### config.mk
export PLATFORM = sky130hd
export DESIGN_NAME = sig_result_fold
export DESIGN_NICKNAME = d
export VERILOG_FILES = /design/src/design/sig_ctrl_pkg.sv /design/src/design/sig_fmt_pkg.sv /design/src/design/sig_result_fold.sv
export SDC_FILE = /design/constraint.sdc
export NUM_CORES = 1
export LEC_CHECK = 0
export ABC_AREA = 1
export BUFFER_PORTS_ARGS = -buffer_cell sky130_fd_sc_hd__buf_4
export CORE_MARGIN = 2
export CORE_UTILIZATION = 43
export CTS_CLUSTER_SIZE = 40
export DETAILED_ROUTE_END_ITERATION = 7
export PLACE_DENSITY = 0.9
export RECOVER_POWER = 50
export SLEW_MARGIN = 20
export SYNTH_ARGS = -nofsm -noshare
export SYNTH_HDL_FRONTEND = slang
export SYNTH_SLANG_ARGS = --single-unit
### constraint.sdc
create_clock -name clk -period 1.83 [get_ports clk]
set_input_delay 0.183 -clock clk [delete_from_list [all_inputs] [get_ports clk]]
set_output_delay 0.183 -clock clk [all_outputs]
set_load 0.005 [all_outputs]
### src/design/sig_ctrl_pkg.sv
`default_nettype none

package sig_ctrl_pkg;

    // ======================================================================
    // Operation and divider sequencing
    // ======================================================================

    typedef enum logic {
        OP_MUL = 1'b0,
        OP_DIV = 1'b1
    } sig_op_e;

    typedef enum logic [2:0] {
        DS_IDLE    = 3'd0,
        DS_SEED    = 3'd1,
        DS_ITER_D  = 3'd2,
        DS_ITER_N  = 3'd3,
        DS_BACKMUL = 3'd4,
        DS_CORRECT = 3'd5
    } div_state_e;

    // Goldschmidt passes after the 8-bit seed
    localparam logic [1:0] ITER_DBL = 2'd3;
    localparam logic [1:0] ITER_SGL = 2'd2;

    // Issue to mul_done
    localparam int MUL_LAT = 2;

endpackage

`default_nettype wire

### src/design/sig_fmt_pkg.sv
`default_nettype none

package sig_fmt_pkg;

    import sig_ctrl_pkg::*;

    // ======================================================================
    // Significand widths
    // ======================================================================

    localparam int SIG_W = 53;
    localparam int RES_W = 57;
    localparam int FQ_W  = RES_W - 1;
    localparam int EXT_W = 58;

    // Single precision keeps the top 27 result bits
    localparam int SGL_DROP = 29;
    localparam logic [FQ_W-1:0] SGL_MASK = {{(FQ_W-SGL_DROP){1'b1}}, {SGL_DROP{1'b0}}};

    // Divider fixed point, two integer bits
    localparam int SEED_W = 8;
    localparam int DIV_W  = 64;
    localparam int DIV_F  = 62;
    localparam logic [DIV_W-1:0] DIV_TWO = {1'b1, {(DIV_W-1){1'b0}}};

    // Signed remainder of fa*2^55 - q*fb
    localparam int REM_W = SIG_W + FQ_W + 2;

    // ======================================================================
    // Request and result
    // ======================================================================

    typedef struct packed {
        sig_op_e          op;
        logic             db;
        logic [SIG_W-1:0] fa;
        logic [SIG_W-1:0] fb;
    } sig_req_t;

    typedef struct packed {
        sig_op_e         op;
        logic            db;
        logic [FQ_W-1:0] fq;
        logic            sticky;
    } sig_res_t;

endpackage

`default_nettype wire

### src/design/sig_result_fold.sv
`timescale 1ns/1ps
`default_nettype none

module sig_result_fold (
    input  logic                  clk,
    input  logic                  rst_n,
    input  logic                  mul_done,
    input  logic                  div_done,
    input  sig_fmt_pkg::sig_res_t mul_res,
    input  sig_fmt_pkg::sig_res_t div_res,
    output logic                  done,
    output sig_fmt_pkg::sig_res_t res
);

    import sig_fmt_pkg::*;

    sig_res_t pick;
    sig_res_t folded;

    // ======================================================================
    // Path select and precision fold
    // ======================================================================

    always_comb begin
        pick   = div_done ? div_res : mul_res;
        folded = pick;
        // Single precision, low bits go to sticky
        if (!pick.db) begin
            folded.fq     = pick.fq & SGL_MASK;
            folded.sticky = pick.sticky | (|(pick.fq & ~SGL_MASK));
        end
    end

    always_ff @(posedge clk) begin
        if (!rst_n) begin
            done <= 1'b0;
        end else begin
            done <= mul_done | div_done;
        end
    end

    always_ff @(posedge clk) begin
        res <= folded;
    end

    // Start gating upstream keeps the paths apart
    a_one_source : assert property (@(posedge clk) disable iff (!rst_n)
        !(mul_done && div_done));

endmodule

`default_nettype wire

==> flow_metrics.py, run 1 <==
metrics = {
    "run_status": {
        "outcome": "finished clean",
    },
    "clock_network": {
        "numCtsBuffers": 9,
        "cts_tree": "done",
        "cts_max_level": 3,
        "clk_pin_slew_worst_paths_ps": 60,
        "cts_num_sinks": 60,
        "cts_resized": 0,
        "clockRootBuffer": "clkbuf_8",
        "cts_hold_buf": 0,
        "clk_path_buf_depth": 2,
        "cts_post_setup_buffers_inserted": 0,
    },
    "cells_and_area": {
        "postLayoutCoreUtil": 0.721,
        "diodes": 0,
        "final_cell_mix": "186 x nand2_1, 160 x buf_4, 60 x dfxtp_1",
        "final_common_cell": "nand2_1",
        "drive_gt1_frac": 0.372,
        "areaGrowthSynthToFinish_pct": 63.3,
        "design_area_sq_mm": 0.00392,
        "final.fill_count": 430,
        "nets": 655,
    },
    "global_route": {
        "grt_pass1_vias": 2496,
        "antenna_found_initial": 0,
        "grtUsageTotal": 0.238,
        "grt_max_degree": 33,
        "grt.overflow.total": 0,
        "grt_pass1_wl_microns": 11300,
    },
    "timing": {
        "finalCritPeriodShare": 0.744,
        "max_slew_margin": 0.360,
        "max_freq_mhz": 734,
        "tightest_slew_ps": 954,
        "setup_viol": 0,
        "holdWs_ps": 48.1,
        "hold_viol_final": 0,
        "period_needed_ps": 1360,
        "finalSetupTns_ps": 0,
        "drv_slew": 0,
        "rsz0062_at_grt": "false",
    },
    "critical_path": {
        "path_class": "in -> reg",
        "crit_path_start_kind": "primary input",
        "worstSetupStartpoint": "div_done",
        "cp.required_ps": 2040,
        "crit_arrival_ps": 1570,
        "cp-end-kind": "register",
        "critPathMaxFanout": 30,
    },
    "power_and_ir_drop": {
        "power.switching_uw": 783,
        "pwr-share-comb": 0.202,
        "netSwitchingFraction": 0.254,
        "intPower_mw": 2.30,
        "seqPwrFrac": 0.470,
        "p_per_area_mw_per_mm2": 785,
        "ir_drop_mv": 0.455,
        "clock_power_share": 0.329,
        "cellLeakagePower_nw": 2.33,
    },
    "synthesis": {
        "ys_types": 16,
        "yosys_warnings": 0,
        "syn_inst": 353,
        "syn_avg_cell_area_sq_um": 6.81,
        "syn_area_sq_mm": 0.00240,
        "synth.net_count": 475,
        "seq_area_frac_synth": 0.500,
        "ys_ff_latch": 60,
    },
    "min_path": {
        "hold_path_class": "in -> reg",
        "hp-start": "mul_res[58]",
    },
    "die": {
        "initial_core_util": 0.442,
        "row_count": 27,
        "die_x_microns": 78.7,
        "core_sq_mm": 0.00544,
        "io_pins": 182,
        "die-area_sq_mm": 0.00620,
        "die_h_microns": 78.7,
    },
    "job": {
        "drv_cap": 0,
    },
    "drt": {
        "routed_wl_microns": 7490,
        "drt_iter0_markers": 87,
        "wl_per_cell_microns": 12.3,
        "drc": 0,
        "drtPass1Iterations": 4,
        "vias_per_cell": 4.43,
        "vias": 2700,
        "ant_nets": 0,
    },
    "placement": {
        "place_area_sq_mm": 0.00376,
        "gp_congestion": 0.771,
        "place_hpwl_microns": 5800,
        "port_buffers": 181,
    },
}
-- cell families after synthesis --
kind of cell / after synthesis / share of synthesized area
AOI/OAI and AO/OA: 10 / 0.0234
buffers and inverters: 61 / 0.126
DFF: 60 / 0.500
muxes: 1 / 0.00417
and+or+nand+nor: 221 / 0.347
-- final cells by class --
cell class,instances,area (sq um),area share
Tap cell,72,90.1,0.0230
Inverter,45,171,0.0437
Sequential cell,60,1200,0.306
Clock buffer,11,141,0.0360
Timing Repair Buffer,185,1400,0.356
Clock inverter,5,27.5,0.00702
Multi-Input combinational cell,232,896,0.228
-- power groups by stage --
stage	sequential, mW	combinational (mW)	clock [mW]
after detailed placement	1.48	0.629	0
final	1.45	0.621	1.01
after CTS	1.45	0.632	1.04
after global placement	1.48	0.617	0
after global routing	1.46	0.684	1.11
after floorplan	1.49	0.215	0
-- stage by stage --
step | power (mW) | setup WS, ps | instances
2_1_floorplan | 1.70 | 742 | 353
3_3_place_gp | 2.09 | 403 | 594
3_5_place_dp | 2.11 | 345 | 594
4_1_cts | 3.12 | 690 | 610
5_1_grt | 3.25 | 405 | 610
6_report | 3.08 | 468 | 610
-- critical path, cell delays in order --
cell and delay, ps:
buf_4 180, inv_4 150, or2_1 240, o21ai_1 510, buf_12 240, a21oi_1 60
-- per-layer routing --
| metal | share of wire | track usage |
|---|---|---|
| met5 | 0 | 0 |
| met4 | 0.018 | 0.118 |
| met3 | 0.11 | 0.0670 |
| met2 | 0.50 | 0.429 |
| met1 | 0.38 | 0.253 |
-- registers in the layout, indices dropped and copies added, names as in the netlist --
name,flops
res,59
done,1
-- worst paths after layout --
| path | endpoint | cells after the start |
|---|---|---|
| worst max-delay path | res[25] | 6 |
| worst min-delay path | res[58] | 3 |
-- cell usage after synthesis --
cell | count | area [sq um]
nand3_1 | 1 | 5.00
buf_6 | 8 | 90.1
o21a_1 | 1 | 7.51
nor2_1 | 33 | 124
dfxtp_1 | 60 | 1200
buf_2 | 5 | 25.0
inv_4 | 1 | 6.26
a21oi_1 | 7 | 35.0
or2_1 | 1 | 6.26
buf_4 | 1 | 7.51
o21ai_2 | 1 | 8.76
mux2i_1 | 1 | 10.0
nand2_1 | 186 | 698
clkbuf_1 | 2 | 7.51
inv_1 | 44 | 165
o21ai_0 | 1 | 5.00
(Power assumes the default switching activity.)
==> run 2: changes to the inputs <==
Settings changed: ABC_AREA 1 to 0, CORE_UTILIZATION 43 to 38, PLACE_DENSITY 0.9 to 0.84.
Clock period 1.83 ns to 1.3 ns, I/O delays scaled along.
==> run 2 against run 1 <==
Final cell count is 27% lower; global-route usage is 3.7 points lower; sequential power is 40% higher; synthesized cell count is 48% lower; core utilization is 4.4 points lower; critical path depth is 2 lower; total power is 39% higher; clock power is 42% higher; critical endpoint is now res[9]; clock-buffer cell count is 2 higher; wire length is 12% lower.
==> flow_metrics.py, run 2 <==
metrics = {
    "die": {
        "io_pins": 182,
        "die_x_microns": 80.3,
        "die_h_microns": 80.3,
        "core_sq_mm": 0.00557,
        "row_count": 27,
        "initial_core_util": 0.397,
        "die-area_sq_mm": 0.00644,
    },
    "placement": {
        "port_buffers": 181,
        "gp_congestion": 0.825,
        "place_hpwl_microns": 5420,
        "dp_cells": 431,
        "dp_slack_ps": 139,
    },
    "min_path": {
        "hold_path_class": "in -> reg",
    },
    "synthesis": {
        "synth_top_area_frac": 0.543,
        "synth.net_count": 305,
        "ys_ff_latch": 60,
        "yosys_warnings": 0,
        "syn_area_sq_mm": 0.00221,
        "ys_async_sr_fraction": 0,
        "synth_area_leaders": "dfxtp_1 54%, mux2_2 15%, mux2i_1 13%",
        "seq_area_frac_synth": 0.543,
        "syn_inst": 183,
        "ys_types": 17,
        "synth_most_common_cell": "dfxtp_1",
        "synth_top_cells_by_count": "60 x dfxtp_1, 31 x nor2_1, 29 x mux2_2, 29 x mux2i_1, 12 x nor4_1",
        "syn_avg_cell_area_sq_um": 12.1,
        "synth_top_area_cell": "dfxtp_1",
        "synth_edf_count": 0,
        "ys_dominant_reg_cell": "dfxtp_1",
    },
    "power_and_ir_drop": {
        "cellLeakagePower_nw": 1.87,
        "p_per_area_mw_per_mm2": 1140,
        "ir_drop_mv": 0.751,
    },
    "timing": {
        "hold_viol_final": 0,
        "period_needed_ps": 986,
        "max_slew_margin": 0.693,
        "max_freq_mhz": 1010,
        "fin_ws_ps": 314,
        "setup_viol": 0,
        "rsz0062_at_grt": "false",
        "tightest_slew_ps": 460,
        "holdWs_ps": 10.6,
        "drv_slew": 0,
        "finalSetupTns_ps": 0,
        "finalCritPeriodShare": 0.759,
    },
    "global_route": {
        "grt_pass1_vias": 2193,
        "grt_max_degree": 28,
        "antenna_found_initial": 0,
        "grt_pass1_wl_microns": 9760,
        "grt.overflow.total": 0,
        "grtUsageTotal": 0.201,
    },
    "cells_and_area": {
        "reg_top3": "res (59), done (1)",
        "drive_gt1_frac": 0.616,
        "final_cell_mix": "182 x buf_4, 60 x dfxtp_1, 31 x nor2_1",
        "nets": 493,
        "diodes": 0,
        "final.fill_count": 454,
        "finalNonFillerCells": 447,
        "final_common_cell": "buf_4",
        "regMostFlops": "res",
        "areaGrowthSynthToFinish_pct": 70.7,
        "largest_reg_flops": 59,
    },
    "critical_path": {
        "cp-end-kind": "register",
        "crit_path_start_kind": "primary input",
        "cp.required_ps": 1500,
        "crit_arrival_ps": 1190,
        "path_class": "in -> reg",
        "critPathMaxFanout": 22,
    },
    "drt": {
        "drc": 0,
        "ant_nets": 0,
        "vias": 2118,
        "drt_iter0_markers": 46,
        "routed_wl_microns": 6620,
        "drtPass1Iterations": 4,
        "wl_per_cell_microns": 14.8,
        "vias_per_cell": 4.74,
    },
    "run_status": {
        "outcome": "finished clean",
    },
    "clock_network": {
        "cts_post_setup_buffers_inserted": 0,
        "numCtsBuffers": 9,
        "cts_max_level": 3,
        "cts_num_sinks": 60,
        "clk_pin_slew_worst_paths_ps": 60,
        "clk_path_buf_depth": 2,
        "cts_tree": "done",
        "clockRootBuffer": "clkbuf_8",
        "cts_resized": 0,
    },
    "job": {
        "drv_cap": 0,
    },
}
-- run 2: changes by cell type after synthesis, sizes merged, moves of 4 or more --
cell	before	now
a21oi	7	0
inv	45	1
mux2i	1	30
nand4	0	4
buf	14	9
mux2	0	29
nand2	186	0
nor4	0	13
-- run 2: stage by stage --
stage          utilization  power, mW  cell area [sq um]
6_report             0.677       4.28               3770
5_1_grt              0.677       4.50               3770
4_1_cts              0.680       4.36               3790
3_5_place_dp         0.646       2.90               3600
3_3_place_gp         0.646       2.88               3600
2_1_floorplan            -       2.34               2210
-- run 2: critical path, stage by stage --
cell and delay, ps:
clkbuf_2 370, mux2i_1 290, buf_4 300, nor2_1 90
-- run 2: routing by layer --
layer  up-vias  track usage  share of wire
li1       1021            -              -
met1       972        0.200           0.36
met2       115        0.372           0.53
met3        10       0.0652          0.097
met4         0       0.0983          0.017
met5         -            0              0
-- run 2: where the power goes --
| part | switching [mW] | internal [mW] | leakage [nW] | total [mW] |
|---|---|---|---|---|
| logic | 0.281 | 0.542 | 1.28 | 0.823 |
| clock network | 0.652 | 0.780 | 0.0893 | 1.43 |
| registers | 0.0410 | 1.99 | 0.503 | 2.03 |
-- run 2: layout make-up --
class | count | area (sq um) | share of cell area
timing repair buffer | 187 | 1420 | 0.375
sequential | 60 | 1200 | 0.318
multi-input combinational | 112 | 895 | 0.237
clock buffer | 13 | 159 | 0.0421
tap | 72 | 90.1 | 0.0239
clock inverter | 2 | 10.0 | 0.00265
inverter | 1 | 3.75 | 0.000994
-- run 2: repair_timing --
action / in CTS / in global routing
setup endpoints to repair: 0 / 1
endpoints found under the hold margin: 1 / 0
hold buffers: 2 / 0
-- run 2: worst paths after layout --
check	startpoint	endpoint	slack (ps)	cells past startpoint
max	div_done	res[9]	310	4
min	rst_n	done	10	2
-- run 2: logic make-up after synthesis --
logic type,synth area share
DFF,0.543
muxes,0.285
and+or+nand+nor,0.115
buffers and inverters,0.0504
AOI/OAI and AO/OA,0.00623
==> run 3: changes to the inputs <==
Settings changed: CORE_UTILIZATION 38 to 35, PLACE_DENSITY 0.84 to 0.82.
Clock period 1.3 ns to 0.87 ns, I/O delays scaled along.
==> run 3 against run 2 <==
Design area rose by 33%; global-route usage rose by 5.7 points; clock-buffer cell count fell by 1; final cell count rose by 21%; sequential share of layout area fell by 6.9 points; die area rose by 8.1%; wire length rose by 45%; worst setup slack got worse by 310 ps; non-clock buffer count rose by 91; critical path depth fell by 3.
==> flow_metrics.py, run 3 (synthesis results as in run 2) <==
metrics = {
    "critical_path": {
        "path_depth": 1,
        "cp_num_buf_inv": 1,
        "path_class": "reg -> out",
        "critPathSlowestCell": "dfxtp_2",
        "worstSetupStartpoint": "res[30]",
        "cp.required_ps": 780,
        "crit_arrival_ps": 780,
        "cp_slowest_stage_delay_ps": 330,
        "cpLargestDelayFamily": "flip-flops",
        "path_cells": "buf_6",
        "cp-end-kind": "primary output",
        "critPathMaxFanout": 1,
        "endpoint": "res[30]",
        "crit_path_start_kind": "register",
    },
    "timing": {
        "hold_viol_final": 0,
        "rsz0062_at_grt": "true",
        "holdWs_ps": 4.42,
        "tightest_slew_ps": 442,
        "period_needed_ps": 868,
        "max_slew_margin": 0.697,
        "max_freq_mhz": 1150,
        "drv_slew": 0,
        "setup_viol": 0,
        "finalCritPeriodShare": 0.998,
    },
    "drt": {
        "vias_per_cell": 4.71,
        "wl_per_cell_microns": 17.7,
        "ant_nets": 0,
        "drt_iter0_markers": 84,
        "routed_wl_microns": 9610,
        "drtPass1Iterations": 4,
        "vias": 2552,
        "drc": 0,
    },
    "global_route": {
        "grt_pass1_wl_microns": 14000,
        "grt_max_degree": 24,
        "grt_pass1_vias": 2855,
        "grt.overflow.total": 0,
        "grtUsageTotal": 0.258,
        "antenna_found_initial": 0,
    },
    "die": {
        "io_pins": 182,
        "row_count": 28,
        "die_x_microns": 83.5,
        "die-area_sq_mm": 0.00697,
        "die_h_microns": 83.5,
        "core_sq_mm": 0.00603,
        "initial_core_util": 0.367,
    },
    "clock_network": {
        "cts_post_setup_buffers_inserted": 0,
        "clk_pin_slew_worst_paths_ps": 70,
        "numCtsBuffers": 9,
        "cts_num_sinks": 60,
        "cts_tree": "done",
        "clockRootBuffer": "clkbuf_8",
        "cts_max_level": 3,
        "clk_path_buf_depth": 2,
    },
    "power_and_ir_drop": {
        "p_per_area_mw_per_mm2": 1600,
        "cellLeakagePower_nw": 2.35,
        "ir_drop_mv": 1.22,
    },
    "cells_and_area": {
        "largest_reg_flops": 59,
        "reg_top3": "res (59), done (1)",
        "finalNonFillerCells": 542,
        "final_cell_mix": "138 x buf_4, 89 x dlygate4sd3_1, 45 x buf_6",
        "nets": 584,
        "areaGrowthSynthToFinish_pct": 127,
        "regMostFlops": "res",
        "design_area_sq_mm": 0.00501,
        "drive_gt1_frac": 0.593,
        "final.fill_count": 297,
        "diodes": 0,
        "final_common_cell": "buf_4",
    },
    "placement": {
        "dp_cells": 437,
        "place_hpwl_microns": 5290,
        "place_area_sq_mm": 0.00366,
        "gp_congestion": 0.860,
        "port_buffers": 181,
    },
    "job": {
        "drv_cap": 0,
    },
    "run_status": {
        "outcome": "finished clean",
    },
    "min_path": {
        "hold_path_class": "in -> reg",
    },
}
-- run 3: cell types whose count changed in the layout (fill, tap and decap cells not counted), moves of 2 or more --
| cell | delta |
|---|---|
| buf_12 | +2 |
| buf_4 | -44 |
| buf_6 | +45 |
| bufinv_16 | +3 |
| dfxtp_1 | -40 |
| dfxtp_2 | +40 |
| dlygate4sd3_1 | +88 |
-- run 3: through the flow --
stage	setup TNS, ps	power, mW	util	worst slack (ps)
3_3_place_gp	-7160	4.34	0.608	-240
3_5_place_dp	-7230	4.37	0.608	-276
5_1_grt	-430	8.33	0.832	-27.6
2_1_floorplan	0	3.50	-	54.2
4_1_cts	-1.28	7.80	0.799	-0.951
6_report	0	8.01	0.832	2.17
-- run 3: final cells by class --
class | instances | area, sq um | area share
clock buffer | 12 | 155 | 0.0309
inverter | 1 | 3.75 | 0.000749
clock inverter | 4 | 95.1 | 0.0190
timing repair buffer | 278 | 2520 | 0.502
sequential | 60 | 1250 | 0.250
tap | 75 | 93.8 | 0.0187
multi-input combinational | 112 | 898 | 0.179
-- run 3: worst min-delay path by stage --
stage / start / slack (ps) / cells past startpoint / to
after CTS: mul_res[17] / 1 / 3 / res[17]
after global routing: mul_res[15] / -4 / 3 / res[15]
after floorplan: mul_done / 200 / 1 / done
after global placement: mul_done / 280 / 2 / done
after detailed placement: mul_done / 290 / 2 / done
final: mul_res[15] / 4 / 3 / res[15]
-- run 3: report_power, final --
group	switching (mW)	total, mW	internal (mW)	leakage [nW]
Sequential	0.103	3.10	3.00	0.507
Clock	1.09	3.14	2.06	0.127
Combinational	0.563	1.76	1.19	1.72
Total	1.75	8.01	6.25	2.35
-- run 3: worst min-delay path: cells and delay by family --
family / cells / cell delay [ps]
buf+inv: 1 / 80
simple gates: 1 / 80
mux: 1 / 50
-- run 3: timing repair --
action | in CTS | in global routing
setup endpoints to repair | 4 | 54
gates cloned | 0 | 0
endpoints found under the hold margin | 47 | 0
resized for setup | 5 | 81
hold buffers | 89 | 0
-- run 3: layer usage --
metal  GRT usage  share of wire  vias to the layer above
met3      0.0989          0.088                       20
met4       0.123          0.022                        0
li1            -              -                     1203
met5           0              0                        -
met1       0.259           0.38                     1180
met2       0.466           0.51                      149
